$ cat src/cache_pkg.sv
package cache_pkg;

    //////////////////////////////////////////////////
    // cache geometry
    //////////////////////////////////////////////////

    localparam int WORD_SIZE  = 32;   // data word and address width
    localparam int LINE_BYTES = 16;
    localparam int LINE_WORDS = LINE_BYTES / 4;
    localparam int NUM_LINES  = 16;   // direct mapped, one way

    //////////////////////////////////////////////////
    // address split: | tag | index | offset |
    //////////////////////////////////////////////////

    localparam int OFFSET_BITS = $clog2(LINE_BYTES);  // byte within line
    localparam int INDEX_BITS  = $clog2(NUM_LINES);   // line select
    localparam int TAG_BITS    = WORD_SIZE - INDEX_BITS - OFFSET_BITS;

    // one whole line as a flat vector, byte 0 at the low end
    localparam int LINE_BITS = LINE_BYTES * 8;

endpackage : cache_pkg

$ cat src/cache_tags.sv
`timescale 1ns/10ps

module cache_tags import cache_pkg::*; (
    input  logic                  clk_i,
    input  logic                  rsn_i,

    input  logic [INDEX_BITS-1:0] index_i,
    input  logic [TAG_BITS-1:0]   tag_i,
    input  logic                  fill_i,       // line refilled from memory
    input  logic                  set_dirty_i,  // store hit

    output logic                  hit_o,
    output logic                  dirty_o,
    output logic [TAG_BITS-1:0]   victim_tag_o
);

    logic [TAG_BITS-1:0]  tag_q [NUM_LINES];
    logic [NUM_LINES-1:0] valid_q;
    logic [NUM_LINES-1:0] dirty_q;

    // lookup of the indexed line
    assign hit_o        = valid_q[index_i] && (tag_q[index_i] == tag_i);
    assign dirty_o      = dirty_q[index_i];
    assign victim_tag_o = tag_q[index_i];  // for the writeback address

    // valid and dirty state
    always_ff @(posedge clk_i, negedge rsn_i) begin
        if (!rsn_i) begin
            valid_q <= '0;
            dirty_q <= '0;
        end else begin
            if (fill_i) begin
                valid_q[index_i] <= 1'b1;
                dirty_q[index_i] <= 1'b0;  // fresh copy of memory
            end else if (set_dirty_i) begin
                dirty_q[index_i] <= 1'b1;
            end
        end
    end

    // tag array
    always_ff @(posedge clk_i) begin
        if (fill_i) begin
            tag_q[index_i] <= tag_i;
        end
    end

endmodule : cache_tags

$ cat config.mk
export PLATFORM = sky130hd
export DESIGN_NAME = cache_tags
export DESIGN_NICKNAME = d
export VERILOG_FILES = /design/src/cache_pkg.sv /design/src/cache_tags.sv
export SDC_FILE = /design/constraint.sdc
export NUM_CORES = 1
export LEC_CHECK = 0
export BUFFER_PORTS_ARGS = -buffer_cell sky130_fd_sc_hd__clkbuf_2
export CAP_MARGIN = 5
export CORE_UTILIZATION = 45
export DETAILED_ROUTE_END_ITERATION = 10
export GPL_TIMING_DRIVEN = 0
export HOLD_SLACK_MARGIN = 0.12
export PLACE_DENSITY = 0.68
export RECOVER_POWER = 100
export SLEW_MARGIN = 20
export SYNTH_ARGS = -nofsm -noshare
export SYNTH_HDL_FRONTEND = slang
export SYNTH_SLANG_ARGS = --single-unit
$ cat constraint.sdc
create_clock -name clk_i -period 5.8 [get_ports clk_i]
set_input_delay 0.58 -clock clk_i [delete_from_list [all_inputs] [get_ports clk_i]]
set_output_delay 0.58 -clock clk_i [all_outputs]
set_load 0.005 [all_outputs]
==> summary.md <==
| Metric | Value |
|---|---|
| Result of the run | `finished, violations left` |
| Violated checks | `max-capacitance violations, max-slew violations` |
| Hold buffers post-CTS | `1` |
| Layout overhead on the synthesized area | `15.0%` |
| Worst Tran Pin Value | `1750 ps` |
| TritonCTS Sinks | `416` |
| # IOs | `58` |
| Kind of start point of the critical path | `input port` |
| Worst min-delay path category | `in2reg` |
| Antenna diode count | `0` |
| Total global routing track utilization | `0.237` |
| Post-route clock skew | `0 ps` |
| Average wire per cell in the routed design | `29.2 um` |
| Final hold slack | `417 ps` |
| Data arrival time of the worst path | `4730 ps` |
| Initial cell density of the core | `0.460` |
| Clock insertion delay at the later pin of the skew report | `550 ps` |
| Wire length of the first global-routing pass | `64600 um` |
| Total of max-cap violations | `5` |
| # nets final | `1025` |
| Commonest non-fill, non-tap cells in the layout | `edfxtp_1 (384), mux4_2 (110), clkbuf_1 (87)` |
| Register area share after synthesis | `0.728` |
| Hold violation count in the final report | `0` |
| Detailed Routing Iterations Pass 1 | `5` |
| Cells after synthesis | `863` |
| Headroom to the max-slew limit | `-0.168` |
| Final-report setup violation count | `0` |
| RSZ-0062 raised after global routing | `false` |
| Power density normalized to cell area | `340 nW/um^2` |
| Die Wd | `196 um` |
| Max Root-Sink Buffers | `3` |
| Port bufs | `54` |
| GP Congestion | `0.862` |
| Antenna viol nets, final | `0` |
| Number of standard cells in the final layout excluding fillers | `1526` |
| Count of synthesis-stage warnings from yosys | `0` |
| Worst R2R Path Depth | `2` |
| Time the final worst path needs with I/O delays and setup | `5310 ps` |
| Worst-case register-to-register setup slack | `5000 ps` |
| Achievable clock frequency | `188 MHz` |
| Clock root buffer master | `clkbuf_16` |
| Final WS setup | `486 ps` |
| Endpoint of the worst setup timing path | `hit_o` |
| Ratio of cells with drive above 1 in the final layout | `0.240` |
| FF+latch count, synth | `416` |
| Biggest fanout along the worst timing path | `10` |
| Async set-reset flop share out of synthesis | `0.0769` |
| Critical setup path kind | `in2out` |
| Post-synth EDFFs | `384` |
| Clock tree from TritonCTS | `built` |
| Clock slew seen by the registers of the worst setup and hold paths | `60 ps` |
| Deepest level of the CTS H-tree | `2` |
| Final period util | `0.916` |
| Cell area after synthesis | `16900 um^2` |
| Die height | `196 um` |
| Avg Vias per Cell | `6.17` |
| Remaining design rule violation count | `0` |
| Max IR drop VDD | `0.200 mV` |
| Quantity of gates resized following cts | `0` |
| Number of distinct standard cells referenced by the synthesized netlist | `42` |
| Most common library cell in the layout ignoring fill and taps | `edfxtp_1` |
| Maximum number of pins on one net before global-route repair | `33` |
| Detailed router's first-iteration violation count | `1056` |
| Most used flip-flop cell after synthesis | `edfxtp_1` |
| Crit. End Element | `primary output` |
| Overall power after layout | `6.62 mW` |
| Final global-route overflow total | `0` |
| Leakage | `6.40 nW` |
| Antenna violations before repair | `0` |
| Die ar. | `38400 um^2` |
| Synthesized area divided by synthesized cell count | `19.6 um^2` |
| Synthesized Nets | `895` |
| Clock buffers created by TritonCTS | `43` |
| Placed cell count | `1451` |
| Wire length reported by the detailed router | `44500 um` |
| Max-slew violation count | `89` |
| Routed via count | `9415` |
| Detailed placement HPWL | `29300 um` |
| Post-place setup slack | `889 ps` |
| Postcts setup bufs | `0` |
| Number of global-route vias before repair | `9398` |
| Req. time, crit path | `5220 ps` |
| Core Box Area | `36900 um^2` |
| Placement Rows | `70` |
| Worst Setup SP | `index_i[1]` |
-- layer usage --
layer / vias up / GRT usage / routed length, um
li1: 3782 / - / -
met5: - / 0 / 0
met4: 0 / 0.0871 / 1560
met1: 4957 / 0.339 / 18000
met2: 570 / 0.365 / 20900
met3: 106 / 0.0449 / 4140
-- worst min-delay path by stage --
stage	slack, ps	from	end	depth (start not counted)
3_5_place_dp	450	valid_q[8]	valid_q[8]	1
3_3_place_gp	450	valid_q[2]	valid_q[2]	1
2_1_floorplan	280	rsn_i	asynchronous set/reset pin	0
4_1_cts	390	set_dirty_i	register	3
5_1_grt	430	set_dirty_i	register	3
6_report	420	set_dirty_i	register	3
-- state kept, by name, summed over array words and instances (netlist names), named ones only --
| name | cells |
|---|---|
| tag_q | 384 |
| valid_q | 16 |
-- power breakdown --
group          leakage (nW)  total, mW  switching, mW  internal, mW
Sequential             3.83       3.42         0.0365          3.38
Clock                 0.654       2.66           1.10          1.57
Combinational          1.92      0.542          0.322         0.219
Total                  6.40       6.62           1.45          5.17
-- worst max-delay path, cell delays in order --
cell	delay (ps)
clkbuf_1	350
clkbuf_1	660
clkbuf_1	800
mux4_2	440
nand2_1	100
o21ai_0	90
a221oi_1	470
o211ai_1	140
nor4b_1	600
and4_1	360
clkbuf_2	140
-- cell type report --
class	instances	area (um^2)
Inverter	14	52.6
Buffer	45	235
Fill cell	2960	17400
Timing Repair Buffer	85	548
Multi-Input combinational cell	388	4350
Sequential cell	416	12300
Clock buffer	58	1190
Tap cell	504	631
Clock inverter	16	148
-- kinds of logic (layout without fill, tap and decap cells) --
family                 Yosys count  in the layout  share of synthesized area
AND/OR/NAND/NOR                117            117                     0.0320
XOR/XNOR                        23             23                     0.0119
buffers and inverters           59            218                     0.0173
flip-flops                     416            416                      0.728
AO/OA/AOI/OAI                   80             80                     0.0301
multiplexers                   168            168                      0.181
-- metrics by stage --
stage               instance area [um^2]  TNS, ps  utilization
global placement                   17800  -213700        0.484
finish                             19500        0        0.529
detailed placement                 18400        0        0.499
CTS                                19800        0        0.536
global route                       19500        0        0.529
floorplan                          16900        0            -
-- synth_stat cells, types with 8 or more instances --
cell	instances	share of area
or2_2	16	0.0059
o21ai_0	10	0.0030
a31oi_1	12	0.0044
nand2_1	32	0.0071
xor2_1	13	0.0067
inv_1	13	0.0029
dfrtp_1	32	0.047
mux2_2	8	0.0053
mux2i_1	50	0.030
buf_2	16	0.0047
edfxtp_1	384	0.68
mux4_2	110	0.15
a22oi_1	9	0.0040
clkbuf_1	13	0.0029
xnor2_1	10	0.0052
nor2_1	42	0.0093
a21oi_1	24	0.0071
Power figures use the tool's default switching activity.
