===== src/cache_pkg.sv =====
package cache_pkg;

    //////////////////////////////////////////////////
    // cache geometry
    //////////////////////////////////////////////////

    localparam int WORD_SIZE  = 32;   // data word and address width
    localparam int LINE_BYTES = 16;
    localparam int LINE_WORDS = LINE_BYTES / 4;
    localparam int NUM_LINES  = 16;   // direct mapped, one way

    //////////////////////////////////////////////////
    // address split: | tag | index | offset |
    //////////////////////////////////////////////////

    localparam int OFFSET_BITS = $clog2(LINE_BYTES);  // byte within line
    localparam int INDEX_BITS  = $clog2(NUM_LINES);   // line select
    localparam int TAG_BITS    = WORD_SIZE - INDEX_BITS - OFFSET_BITS;

    // one whole line as a flat vector, byte 0 at the low end
    localparam int LINE_BITS = LINE_BYTES * 8;

endpackage : cache_pkg


===== src/memop_pkg.sv =====
package memop_pkg;

    // access size of a cpu load or store
    // the cpu drives it on cpu_size_i, the data array
    // uses it for byte enables and load extraction
    typedef enum logic [1:0] {
        MEM_BYTE = 2'b00,   // 8 bits
        MEM_HALF = 2'b01,   // 16 bits, half aligned
        MEM_WORD = 2'b10    // 32 bits, word aligned
    } memop_size_e;

endpackage : memop_pkg


===== src/cache_ctrl.sv =====
`timescale 1ns/10ps

module cache_ctrl import cache_pkg::*; import memop_pkg::*; (
    input  logic                   clk_i,
    input  logic                   rsn_i,

    // cpu wishbone slave
    input  logic                   cpu_cyc_i,
    input  logic                   cpu_stb_i,
    input  logic                   cpu_we_i,
    input  logic [WORD_SIZE-1:0]   cpu_adr_i,
    input  logic [WORD_SIZE-1:0]   cpu_dat_i,
    input  memop_size_e            cpu_size_i,
    output logic                   cpu_ack_o,
    output logic [WORD_SIZE-1:0]   cpu_dat_o,

    // tags and data array
    output logic [INDEX_BITS-1:0]  index_o,
    output logic [TAG_BITS-1:0]    tag_o,
    output logic [OFFSET_BITS-1:0] offset_o,
    output memop_size_e            size_o,
    output logic [WORD_SIZE-1:0]   wdata_o,
    output logic                   tag_fill_o,
    output logic                   set_dirty_o,
    output logic                   wr_word_o,
    output logic                   data_fill_o,
    input  logic                   hit_i,
    input  logic                   dirty_i,
    input  logic [TAG_BITS-1:0]    victim_tag_i,
    input  logic [WORD_SIZE-1:0]   rdata_i,

    // line master
    output logic                   line_start_o,
    output logic                   line_write_o,
    output logic [WORD_SIZE-1:0]   line_addr_o,
    input  logic                   line_done_i
);

    typedef enum logic [2:0] {
        IDLE,
        LOOKUP,
        ACCESS,
        WRITEBACK,
        REFILL,
        RESPOND
    } ctrl_state_e;

    ctrl_state_e state_q;
    ctrl_state_e state_d;

    logic                 req_start;
    logic                 req_we;
    logic [WORD_SIZE-1:0] req_adr;
    logic [WORD_SIZE-1:0] req_dat;
    memop_size_e          req_size;
    logic [WORD_SIZE-1:0] load_q;
    logic                 refill_done;

    assign req_start = (state_q == IDLE) && cpu_cyc_i && cpu_stb_i;

    //////////////////////////////////////////////////
    // request register
    //////////////////////////////////////////////////

    // captured on entry, held through lookup and any miss handling
    always_ff @(posedge clk_i) begin
        if (req_start) begin
            req_we   <= cpu_we_i;
            req_adr  <= cpu_adr_i;
            req_dat  <= cpu_dat_i;
            req_size <= cpu_size_i;
        end
        if (state_q == ACCESS) begin
            load_q <= rdata_i;
        end
    end

    assign offset_o = req_adr[OFFSET_BITS-1:0];
    assign index_o  = req_adr[OFFSET_BITS +: INDEX_BITS];
    assign tag_o    = req_adr[WORD_SIZE-1 -: TAG_BITS];
    assign size_o   = req_size;
    assign wdata_o  = req_dat;

    //////////////////////////////////////////////////
    // fsm
    //////////////////////////////////////////////////

    always_ff @(posedge clk_i, negedge rsn_i) begin
        if (!rsn_i) begin
            state_q <= IDLE;
        end else begin
            state_q <= state_d;
        end
    end

    always_comb begin
        state_d = state_q;
        case (state_q)
            IDLE:      if (req_start) state_d = LOOKUP;
            LOOKUP: begin
                if (hit_i)        state_d = ACCESS;
                else if (dirty_i) state_d = WRITEBACK;  // evict victim first
                else              state_d = REFILL;
            end
            WRITEBACK: if (line_done_i) state_d = REFILL;
            REFILL:    if (line_done_i) state_d = ACCESS;
            ACCESS:    state_d = RESPOND;
            RESPOND:   state_d = IDLE;
            default:   state_d = IDLE;
        endcase
    end

    // line transfers: writeback starts from lookup, refill from lookup or
    // straight after the writeback finishes
    assign line_start_o = ((state_q == LOOKUP) && !hit_i) ||
                          ((state_q == WRITEBACK) && line_done_i);
    assign line_write_o = (state_q == LOOKUP) && dirty_i;
    assign line_addr_o  = line_write_o ? {victim_tag_i, index_o, {OFFSET_BITS{1'b0}}}
                                       : {tag_o, index_o, {OFFSET_BITS{1'b0}}};

    assign refill_done = (state_q == REFILL) && line_done_i;
    assign tag_fill_o  = refill_done;
    assign data_fill_o = refill_done;

    assign wr_word_o   = (state_q == ACCESS) && req_we;
    assign set_dirty_o = (state_q == ACCESS) && req_we;

    assign cpu_ack_o = (state_q == RESPOND);  // one cycle, cpu must take it
    assign cpu_dat_o = load_q;

endmodule : cache_ctrl


===== config.mk =====
export PLATFORM = sky130hd
export DESIGN_NAME = cache_ctrl
export DESIGN_NICKNAME = d
export VERILOG_FILES = /design/src/cache_pkg.sv /design/src/memop_pkg.sv /design/src/cache_ctrl.sv
export SDC_FILE = /design/constraint.sdc
export NUM_CORES = 1
export LEC_CHECK = 0
export BUFFER_PORTS_ARGS = -buffer_cell sky130_fd_sc_hd__buf_2
export CORE_AREA = 4 4 100 102
export CTS_BUF_LIST = sky130_fd_sc_hd__clkbuf_4
export DETAILED_ROUTE_END_ITERATION = 6
export DIE_AREA = 0 0 104 106
export PLACE_DENSITY_LB_ADDON = 0.25
export SLEW_MARGIN = 20
export SYNTH_ARGS = -nofsm -noshare
export SYNTH_HDL_FRONTEND = slang
export SYNTH_SLANG_ARGS = --single-unit

===== constraint.sdc =====
create_clock -name clk_i -period 14.3 [get_ports clk_i]
set_input_delay 2.145 -clock clk_i [delete_from_list [all_inputs] [get_ports clk_i]]
set_output_delay 2.145 -clock clk_i [all_outputs]
set_load 0.01 [all_outputs]

==> results.cfg <==
[cells_and_area]
drive_gt1_share_pct = 70.97
layout.nets = 559
nFillCells = 753
register_area_sq_um = 3048
syn_to_final_growth_pct = 42.72
final_area_sq_um = 5116
multi_input_area_sq_um = 434.2

[synth]
yosysWarnings = 0
synth.distinct_cells = 25
yosys-top-cells-area = edfxtp_1, mux2_2, buf_4
yosys_most_used_dff = edfxtp_1
ys_seq_elements = 102
synth_cells = 164
yosys.area.top_type_share_pct = 82.93
yosys.area.top_type = edfxtp_1
synth-edff-count = 99
ys_seq_area_share_pct = 85.03
synthArstFlopShare_pct = 2.941
syn_avg_cell_area_sq_um = 21.86
syn_area_sq_um = 3585

[drt]
drt_pre_antenna_iters = 4
wl_per_cell_um = 18.04
drc = 0
drtIter0Drc = 148
dr_total_vias = 2503
vias_per_cell = 4.584
antenna_left = 0
wl_um = 9848

[sta]
finalHoldViolCount = 0
tns_ns = 0
grt_setup_unrepaired = false
worst_slew_pin_slew_ns = 0.8406
timing.final.ws_setup_ns = 8.725
worst_slew_margin_rel_pct = 43.96
fmax_mhz = 179.4
setup_viol = 0
min_period_ns = 5.575
final_max_slew_viol_count = 0
finClkSkew_ns = 0.02072
period_share_pct = 38.99
hold-worst-slack_ns = 0.7044

[placement]
gp_congestion = 0.8507
io_buffers = 262
dpl_worst_slack_ns = 8.737
dp_hpwl_um = 7979
place_area_sq_um = 4966

[clocking]
insertion_delay_ns = 0.44
hold_buffers = 0
postCtsSetupBuffers = 0
cts.repair.resized = 0
cts_made_buffers = 9
cts_num_sinks = 102
ctsLongestPathBuffers = 2
clock_tree.root_cell = clkbuf_4
path_clk_slew_ns = 0.15
cts_tree = built
htree_levels = 3

[floorplanning]
start_util_pct = 39.35
dieArea_sq_um = 11020
placementRows = 35
coreArea_sq_um = 9109
die_h_um = 106
io_pins = 267
die_w_um = 104

[power_and_ir_drop]
power_density_nw_per_um2 = 141.0
leakage_uw = 0.002236
vdd_drop_max_mv = 0.07906

[setup_path]
path_cells = buf_2 > inv_1 > nor4_4 > buf_4 > mux2_2 > buf_2
crit_arrival_ns = 3.43
crit_slowest_cell = mux2_2
max_stage_delay_ns = 0.39
cp_common_cell = buf_2
worstPathMaxFanout = 25
crit_type = in2out
worstPathRequired_ns = 12.15
worst_setup_path_start_kind = input pin
end_kind = output pin

[global_route]
grt_pass1_wl_um = 14220
track_usage_pct = 17.36
grt-ovfl-total = 0
antenna_found_initial = 2
grt_pass1_vias = 2535
grt_max_degree = 68

[run_status]
status = completed

[hold_path]
worstHoldPathType = reg2reg

[job]
drv_cap = 0
final cells by class:
class | instances | area share [%]
diodes | 1 | 0.04891
clock buffers | 9 | 1.321
clock inverters | 7 | 1.565
inverters | 3 | 0.2201
multi-input cells | 48 | 8.486
flip-flops and latches | 102 | 59.57
well taps | 111 | 2.715
repair buffers | 265 | 26.07
where the power goes:
group | internal [uW] | total (uW) | leakage, uW | switching [uW]
logic | 73.1 | 170 | 0.00121 | 96.7
clock network | 55.7 | 150 | 0.0000801 | 94.1
registers | 381 | 402 | 0.000943 | 20.2
cells in the final DEF, fill, tap and decap left out, drive strengths merged, types with 3 or more instances in the layout:
master,n
clkbuf,9
clkinv,4
conb,4
mux2,24
dfrtp,3
buf,265
inv,5
edfxtp,99
metal layers:
metal / global-route usage (%) / vias up / part of all wire (%)
li1: - / 1158 / -
met1: 17.64 / 1143 / 35
met2: 29.99 / 181 / 50
met3: 8.015 / 19 / 12
met4: 8.927 / 2 / 3.2
met5: 0 / - / 0.071
path summary, 6_finish.rpt:
check | to | cells after the start | slack, ns | from
setup reg to reg | req_adr[3] | 2 | 12.34 | state_q[2]
max in group asynchronous | state_q[2] | 1 | 12.71 | rsn_i
hold / removal | state_q[0] | 1 | 0.70 | state_q[2]
min in group asynchronous | state_q[0] | 1 | 1.49 | rsn_i
setup / recovery | line_addr_o[26] | 6 | 8.72 | dirty_i
hold reg to reg | state_q[0] | 1 | 0.70 | state_q[2]
cell families after synthesis:
family | after synthesis | synth area share [%]
AND/OR/NAND/NOR | 14 | 2.618
multiplexers | 24 | 7.539
buffers and inverters | 17 | 3.490
other | 1 | 0.1046
AO/OA/AOI/OAI | 6 | 1.222
flip-flops | 102 | 85.03
critical path: cells and delay by family:
kind                   cells  cell delay [ns]
buffers and inverters      4             0.65
multiplexers               1             0.39
AND/OR/NAND/NOR            1             0.24
state kept, by name (all words and copies together) (netlist names):
name / flops
state_q: 3
size_o: 2
req_adr: 32
wdata_o: 32
cpu_dat_o: 32
req_we: 1
synth_stat cells, types with 2 or more instances:
cell type  number
buf_6           3
edfxtp_1       99
buf_4          10
inv_1           3
dfrtp_1         3
nor2_1          2
mux2_2         24
nor3_1          2
nor3b_1         2
stage by stage:
stage               utilization [%]  power [uW]  std cells
floorplan                         -       507.4        167
global placement              54.52       577.7        529
detailed placement            54.52       580.6        529
CTS                           56.14       732.6        545
global route                  56.17       759.3        546
finish                        56.17       721.1        546
No activity file was read; power rests on OpenSTA's default activity.
