<file path="src/cache_pkg.sv">
package cache_pkg;

    //////////////////////////////////////////////////
    // cache geometry
    //////////////////////////////////////////////////

    localparam int WORD_SIZE  = 32;   // data word and address width
    localparam int LINE_BYTES = 16;
    localparam int LINE_WORDS = LINE_BYTES / 4;
    localparam int NUM_LINES  = 16;   // direct mapped, one way

    //////////////////////////////////////////////////
    // address split: | tag | index | offset |
    //////////////////////////////////////////////////

    localparam int OFFSET_BITS = $clog2(LINE_BYTES);  // byte within line
    localparam int INDEX_BITS  = $clog2(NUM_LINES);   // line select
    localparam int TAG_BITS    = WORD_SIZE - INDEX_BITS - OFFSET_BITS;

    // one whole line as a flat vector, byte 0 at the low end
    localparam int LINE_BITS = LINE_BYTES * 8;

endpackage : cache_pkg

</file>
<file path="src/wb_line_master.sv">
`timescale 1ns/10ps

module wb_line_master import cache_pkg::*; (
    input  logic                 clk_i,
    input  logic                 rsn_i,

    input  logic                 line_start_i,
    input  logic                 line_write_i,
    input  logic [WORD_SIZE-1:0] line_addr_i,   // line base address
    input  logic [LINE_BITS-1:0] line_wdata_i,
    output logic                 line_done_o,
    output logic [LINE_BITS-1:0] line_rdata_o,

    // memory wishbone master
    output logic                 mem_cyc_o,
    output logic                 mem_stb_o,
    output logic                 mem_we_o,
    output logic [WORD_SIZE-1:0] mem_adr_o,
    output logic [WORD_SIZE-1:0] mem_dat_o,
    input  logic [WORD_SIZE-1:0] mem_dat_i,
    input  logic                 mem_ack_i
);

    logic                   active_q;   // line transfer in progress
    logic                   stb_q;      // word cycle on the bus
    logic                   done_q;
    logic [OFFSET_BITS-3:0] word_q;     // word within the line
    logic                   write_q;
    logic [WORD_SIZE-1:0]   addr_q;
    logic [LINE_BITS-1:0]   wdata_q;
    logic [LINE_BITS-1:0]   rdata_q;

    // control
    always_ff @(posedge clk_i, negedge rsn_i) begin
        if (!rsn_i) begin
            active_q <= 1'b0;
            stb_q    <= 1'b0;
            done_q   <= 1'b0;
            word_q   <= '0;
        end else begin
            done_q <= 1'b0;
            if (line_start_i && !active_q) begin
                active_q <= 1'b1;
                stb_q    <= 1'b1;
                word_q   <= '0;
            end else if (stb_q && mem_ack_i) begin
                stb_q <= 1'b0;  // one idle cycle between words
                if (word_q == (OFFSET_BITS-2)'(LINE_WORDS-1)) begin
                    active_q <= 1'b0;
                    done_q   <= 1'b1;
                end else begin
                    word_q <= word_q + 1'b1;
                end
            end else if (active_q && !stb_q) begin
                stb_q <= 1'b1;
            end
        end
    end

    // line payload
    always_ff @(posedge clk_i) begin
        if (line_start_i && !active_q) begin
            write_q <= line_write_i;
            addr_q  <= line_addr_i;
            wdata_q <= line_wdata_i;
        end
        if (stb_q && mem_ack_i && !write_q) begin
            rdata_q[WORD_SIZE*word_q +: WORD_SIZE] <= mem_dat_i;
        end
    end

    assign mem_cyc_o = stb_q;
    assign mem_stb_o = stb_q;
    assign mem_we_o  = stb_q && write_q;
    assign mem_adr_o = {addr_q[WORD_SIZE-1:OFFSET_BITS], word_q, 2'b00};
    assign mem_dat_o = wdata_q[WORD_SIZE*word_q +: WORD_SIZE];

    assign line_done_o  = done_q;
    assign line_rdata_o = rdata_q;

endmodule : wb_line_master

</file>
<file path="config.mk">
export PLATFORM = sky130hd
export DESIGN_NAME = wb_line_master
export DESIGN_NICKNAME = d
export VERILOG_FILES = /design/src/cache_pkg.sv /design/src/wb_line_master.sv
export SDC_FILE = /design/constraint.sdc
export NUM_CORES = 1
export LEC_CHECK = 0
export CAP_MARGIN = 30
export CELL_PAD_IN_SITES_DETAIL_PLACEMENT = 0
export CELL_PAD_IN_SITES_GLOBAL_PLACEMENT = 1
export CORE_MARGIN = 4
export CORE_UTILIZATION = 46
export CTS_CLUSTER_SIZE = 10
export DETAILED_ROUTE_END_ITERATION = 10
export DONT_BUFFER_PORTS = 1
export GPL_TIMING_DRIVEN = 1
export HOLD_SLACK_MARGIN = 0.03
export PLACE_DENSITY_LB_ADDON = 0.1
export RECOVER_POWER = 50
export SETUP_SLACK_MARGIN = 0.4
export SYNTH_ARGS = -nofsm -noshare
export SYNTH_HDL_FRONTEND = slang
export SYNTH_SLANG_ARGS = --single-unit
</file>
<file path="constraint.sdc">
create_clock -name clk_i -period 7.65 [get_ports clk_i]
set_clock_uncertainty 0.15 [all_clocks]
set_input_delay 0.765 -clock clk_i [delete_from_list [all_inputs] [get_ports clk_i]]
set_output_delay 0.765 -clock clk_i [all_outputs]
set_load 0.02 [all_outputs]
</file>
==> results.md, run 1 <==
* Headroom to the max-slew limit at -95.8%
* Starting utilization of the core area at approximately 47%
* Clock tree from TritonCTS: done
* Area fraction of the dominant cell type after synthesis at 81.0%
* Number of buffers created by CTS at 35
* Post-synthesis area per instance at 20.9 sq um
* Highest Clock Rate at 0.246 GHz
* Cell types occupying the most area after synthesis: edfxtp_1, and2_1, mux4_2
* Placer Congestion at 0.763
* Number of synthesis warnings at 0
* Final worst path period share at 53.1%
* Number of slew-limit violations in the final report at 70
* Latest clock arrival within the worst-skew pair at just under 500 ps
* Cell type with the largest total area after synthesis: edfxtp_1
* Reg power frac at 49.1%
* Row cnt at 55
* Launch point of the critical path: active_q$_DFFE_PN0P_
* Worst hold path class: input port to flip-flop
* Kind of start point of the critical path: flip-flop
* Library cells used by synthesis at 23
* Combinational Power Share at 19.1%
* Residual DRC count at 0
* Crit Reg-Reg Endpoint: wdata_q[19]$_DFFE_PP_
* Total number of vias at about 4500
* Fraction of final layout cells sized beyond drive strength 1 at 15.9%
* Nets@finish at 738
* Pre-CTS WS at 4710 ps
* CP Capture Point: wdata_q[19]$_DFFE_PP_
* Maximum number of pins on one net before global-route repair at 67
* Number of enable-type register cells in the synthesized netlist at around 290
* Net Sw Frac at 28.7%
* Synthesis-to-layout area growth at 12.7%
* Post-layout instance area at 0.0119 sq mm
* Unrepaired setup endpoints after global routing: false
* P_leak at 3.93 nW
* Predominant post-synthesis flop cell: edfxtp_1
* Wire length of the first global-routing pass at 32800 um
* R2R Setup Slk at 3580 ps
* Internal Power at 0.00315 W
* I/O pin total at around 390
* Clk pwr share at a little under a third
* Routed wire length per instance at 27.0 um
* Kind of critical path: flip-flop to flip-flop
* Synthesized area at 0.0106 sq mm
* Antenna violations before repair at 11
* Width of the die at between 150 and 200 um
* Maximum VDD drop at 0.251 mV
* Clk root buf: clkbuf_16
* Cell count of the worst reg-to-reg path at 2
* Clock Pin Slew Worst Setup and Hold Paths at 60 ps
* DRT iter0 DRCs at about 270
* Transition at the pin with the smallest max-transition slack at 2930 ps
* Run status: finished, violations left
* Die ar. at 0.0255 sq mm
* NetSw at 0.00127 W
* Setup violators final at 0
* # H-tree levels at 2
* Max clock buf depth at 3
* Post-Place Cell Area at 0.0109 sq mm
* Vert. Die Dim at 160 um
* Failing checks: max-capacitance violations, max-slew violations
* Sequential cell area fraction in the yosys report at 82.1%
* Endpoints failing hold at 0
* Power per cell area at 371 mW/mm^2
* Min cycle time layout at slightly above 4000 ps
* Category of the worst setup path capture point: flip-flop
* CP required at roughly 7600 ps
* Vias per cell at 5.40
* Floorplan Core Area at 0.0226 sq mm
* Signal arrival time at the worst endpoint at 4030 ps
* Cells after Synth at 506
* Share of flip-flops with an asynchronous set or reset after synthesis at 1.72%
* Number of global-route vias before repair at about 5000
* Synthesized flop and latch total at 290
* Number of instances resized during post-cts repair at 0
* Global Route Usage Sum at roughly 17%
* Sink count of the clock tree at 290
* Antenna-violating nets left at 0
* DRT Wirelength at 22500 um
* Final setup slack of the worst path at between 3000 and 4000 ps
* Number of max-capacitance violations reported at 2
* Global route total overflow at 0
* Final TNS setup at 0 ps
* Detailed placement HPWL at 15700 um
* IO Port Bufs at 0
* Worst reg2reg startpoint: active_q$_DFFE_PN0P_
* Total design power at between 0.004 and 0.005 W
* Worst Path Max Fanout at 66
* First-pass detailed-route iteration total at 4
[timing repair]
action | CTS | global route
hold buffers | 1 | 0
setup buffers | 0 | 0
endpoints found under the hold margin | 5 | 0
[power groups by stage]
stage / Combinational [W] / Clock [W] / Sequential, W
5_1_grt: 0.000920 / 0.00152 / 0.00219
3_3_place_gp: 0.000830 / 0 / 0.00223
4_1_cts: 0.000882 / 0.00144 / 0.00217
6_report: 0.000845 / 0.00140 / 0.00217
3_5_place_dp: 0.000880 / 0 / 0.00220
2_1_floorplan: 0.000676 / 0 / 0.00219
[cell usage in the layout (no fill, tap or decap)]
master,n
a21o_1,1
and2_0,2
and2_1,131
buf_12,1
buf_4,10
clkbuf_1,8
clkbuf_16,36
clkinv_1,1
clkinv_8,1
conb_1,2
dfrtp_1,4
dfrtp_2,1
diode_2,4
dlygate4sd3_1,1
edfxtp_1,285
ha_1,5
inv_1,2
inv_6,2
mux2i_1,1
mux4_2,32
nand2_1,3
nand2b_1,2
nand3_1,1
nand3b_1,1
nor2_1,6
nor2b_1,1
nor3_2,2
nor3_4,1
nor4b_4,1
o21ai_0,1
xnor2_1,1
[worst min path at each step]
stage                           startpoint               endpoint  slack [ps]  depth (start not counted)
final                     line_wdata_i[29]  wdata_q[29]$_DFFE_PP_         210                          0
after global routing      line_wdata_i[43]  wdata_q[43]$_DFFE_PP_         190                          0
after CTS                 line_wdata_i[29]  wdata_q[29]$_DFFE_PP_         190                          0
after detailed placement             rsn_i  line_done_o$_DFF_PN0_         320                          0
after global placement               rsn_i  line_done_o$_DFF_PN0_         320                          0
after floorplan                      rsn_i   active_q$_DFFE_PN0P_         320                          0
[metrics by stage]
stage,hold slack [ps],cells,util [%]
final,211,835,52.6
after global routing,189,833,52.6
after CTS,186,831,52.6
after detailed placement,320,783,48.3
after global placement,320,782,48.2
after floorplan,319,507,-
[Yosys cell counts (2+ instances only)]
cell type and n:
edfxtp_1 285, and2_1 133, mux4_2 32, clkbuf_1 9
buf_4 7, nor2_1 6, dfrtp_1 5, ha_1 5
buf_2 4, nand2_1 3, nor3_2 3, inv_1 2
nand2b_1 2
[registers in the layout, indices dropped and copies added, names as in the netlist]
name,cells
wdata_q,128
active_q,1
line_done_o,1
mem_cyc_o,1
line_rdata_o,128
addr_q,28
word_q,2
write_q,1
[cell type report]
class | instances | area [sq um]
antenna | 4 | 10.0
multi-input combinational | 194 | 1780
inverter | 2 | 7.51
clock buffer | 43 | 927
fill | 1802 | 10700
sequential | 290 | 8680
timing repair buffer | 13 | 109
tap | 285 | 357
clock inverter | 4 | 37.5
[worst max-delay path: stages, from the launching register on]
cell and delay [ps]:
dfrtp_1 400, nor2b_1 2170, buf_4 910
[layer usage]
layer	up-vias	GRT usage (%)	routed length (um)
li1	1975	-	-
met1	2198	18.4	7460
met2	279	30.8	12000
met3	40	9.06	2560
met4	14	4.38	365
met5	-	0	103
[cells by family after synthesis]
kind of cell / synth area share, %
AOI/OAI and AO/OA: 0.118
xor gates and xnor gates: 0.0829
adders and majority gates: 0.592
buffers and inverters: 1.11
DFF: 82.1
muxes: 6.91
other: 0.0355
and+or+nand+nor: 9.00
Note: power is estimated with default switching activity, not from simulation.
==> run 2: changes to the inputs <==
--- a/config.mk
+++ b/config.mk
@@ -9,7 +9,7 @@
 export CELL_PAD_IN_SITES_DETAIL_PLACEMENT = 0
 export CELL_PAD_IN_SITES_GLOBAL_PLACEMENT = 1
 export CORE_MARGIN = 4
-export CORE_UTILIZATION = 46
+export CORE_UTILIZATION = 51
 export CTS_CLUSTER_SIZE = 10
 export DETAILED_ROUTE_END_ITERATION = 10
 export DONT_BUFFER_PORTS = 1
==> constraint.sdc (replaced) <==
create_clock -name clk_i -period 4.26 [get_ports clk_i]
set_clock_uncertainty 0.15 [all_clocks]
set_input_delay 0.426 -clock clk_i [delete_from_list [all_inputs] [get_ports clk_i]]
set_output_delay 0.426 -clock clk_i [all_outputs]
set_load 0.02 [all_outputs]
==> run 2 against run 1 <==
Net effect: the run now fails in clock tree synthesis (4_1_cts); synthesized cell count stayed put; synthesized area stayed put.
==> results.md, run 2 <==
* Library cells used by synthesis at 23
* Sequential cell area fraction in the yosys report at between 80 and 90%
* Area fraction of the dominant cell type after synthesis at 81.0%
* Number of buffers created by CTS at 35
* Stage at which the flow ended: clock tree synthesis (4_1_cts)
* Number of enable-type register cells in the synthesized netlist at ~290
* Placer Congestion at 0.758
* Synthesized area at 0.0106 sq mm
* Cells after Synth at 506
* IO Port Bufs at 0
* I/O pin total at 393
* Row cnt at 52
* Detailed placement HPWL at 15700 um
* Hold buffer count at cts at 165
* Setup Buffers After CTS at 0
* Run status: aborted with a tool error
* Cell types occupying the most area after synthesis: edfxtp_1, and2_1, mux4_2
* Number of synthesis warnings at 0
* Sink count of the clock tree at 290
* Top cell types by occurrence after synthesis: edfxtp_1, and2_1, mux4_2
* Placed Cells incl. Taps at between 700 and 800
* Starting utilization of the core area at 52.1%
* Vert. Die Dim at approximately 150 um
* Synthesized flop and latch total at 290
* Post-Place Cell Area at 0.0109 sq mm
* Post-synthesis area per instance at 20.9 sq um
* Predominant post-synthesis flop cell: edfxtp_1
* Most repeated cell in the gate-level netlist after synthesis: edfxtp_1
* Width of the die at 152 um
* Clk root buf: clkbuf_16
* Max clock buf depth at 3
* Cell type with the largest total area after synthesis: edfxtp_1
* Number of instances resized during post-cts repair at 0
* # H-tree levels at 2
* Share of flip-flops with an asynchronous set or reset after synthesis at 1.72%
* Error message: [ERROR RSZ-0060] Max buffer count reached.
## run 2: cell counts after synthesis
Identical to the previous run, type by type.
## run 2: cell families after synthesis
| group | Yosys count | synth area share [%] |
|---|---|---|
| adder cells (fa/ha/maj) | 5 | 0.592 |
| AO/OA/AOI/OAI | 2 | 0.118 |
| flip-flops | 290 | 82.1 |
| buffers and inverters | 23 | 1.11 |
| AND/OR/NAND/NOR | 151 | 9.00 |
| multiplexers | 33 | 6.91 |
| XOR/XNOR | 1 | 0.0829 |
| other | 1 | 0.0355 |
## run 2: per-stage QoR
stage	setup slack, ps	hold slack (ps)
2_1_floorplan	845	-19.6
3_3_place_gp	1620	-19.3
3_5_place_dp	1620	-19.3
==> run 3: changes to the inputs <==
==> config.mk (replaced) <==
export PLATFORM = sky130hd
export DESIGN_NAME = wb_line_master
export DESIGN_NICKNAME = d
export VERILOG_FILES = /design/src/cache_pkg.sv /design/src/wb_line_master.sv
export SDC_FILE = /design/constraint.sdc
export NUM_CORES = 1
export LEC_CHECK = 0
export CAP_MARGIN = 30
export CORE_MARGIN = 4
export CORE_UTILIZATION = 40
export DETAILED_ROUTE_END_ITERATION = 10
export DONT_BUFFER_PORTS = 1
export GPL_TIMING_DRIVEN = 1
export PLACE_DENSITY_LB_ADDON = 0.15
export RECOVER_POWER = 50
export SYNTH_ARGS = -nofsm -noshare
export SYNTH_HDL_FRONTEND = slang
export SYNTH_SLANG_ARGS = --single-unit
==> run 3 against run 2 <==
Net effect: the flow again stops in clock tree synthesis (4_1_cts); synthesized cell count is the same; synthesized area is the same.
==> results.md, run 3 <==
* Share of flip-flops with an asynchronous set or reset after synthesis at under 10%
* Starting utilization of the core area at between 40% and 50%
* Error message: [ERROR RSZ-0060] Max buffer count reached.
* Placer Congestion at ~0.80
* Predominant post-synthesis flop cell: edfxtp_1
* Hold buffer count at cts at 177
* Width of the die at ~170 um
* Top cell types by occurrence after synthesis: edfxtp_1, and2_1, mux4_2
* Number of buffers created by CTS at 29
* Library cells used by synthesis at 23
* Vert. Die Dim at 171 um
* Post-synthesis area per instance at ~21 sq um
* Sink count of the clock tree at 290
* Clk root buf: clkbuf_16
* IO Port Bufs at 0
* Cell type with the largest total area after synthesis: edfxtp_1
* # H-tree levels at 1
* Row cnt at 59
* I/O pin total at 393
* Post-Place Cell Area at around 0.011 sq mm
* Synthesized area at 0.0106 sq mm
* Area fraction of the dominant cell type after synthesis at 81.0%
* Number of enable-type register cells in the synthesized netlist at about 290
* Setup Buffers After CTS at 0
* Number of synthesis warnings at 0
* Synthesized flop and latch total at 290
* Stage at which the flow ended: clock tree synthesis (4_1_cts)
* Detailed placement HPWL at 16200 um
* Run status: aborted with a tool error
* Cells after Synth at 506
* Number of instances resized during post-cts repair at 0
* Most repeated cell in the gate-level netlist after synthesis: edfxtp_1
* Sequential cell area fraction in the yosys report at 82.1%
* Cell types occupying the most area after synthesis: edfxtp_1, and2_1, mux4_2
* Max clock buf depth at 3
run 3: through the flow:
| step | worst slack [ps] | instances | utilization (%) |
|---|---|---|---|
| floorplan | 845 | 507 | - |
| global placement | 1600 | 831 | 42.2 |
| detailed placement | 1550 | 831 | 42.2 |
run 3: logic make-up after synthesis:
family,after synthesis,share of synthesized area [%]
fa+ha+maj,5,0.592
simple gates,151,9.00
flops,290,82.1
xor+xnor,1,0.0829
buf+inv,23,1.11
mux,33,6.91
compound gates,2,0.118
other cells,1,0.0355
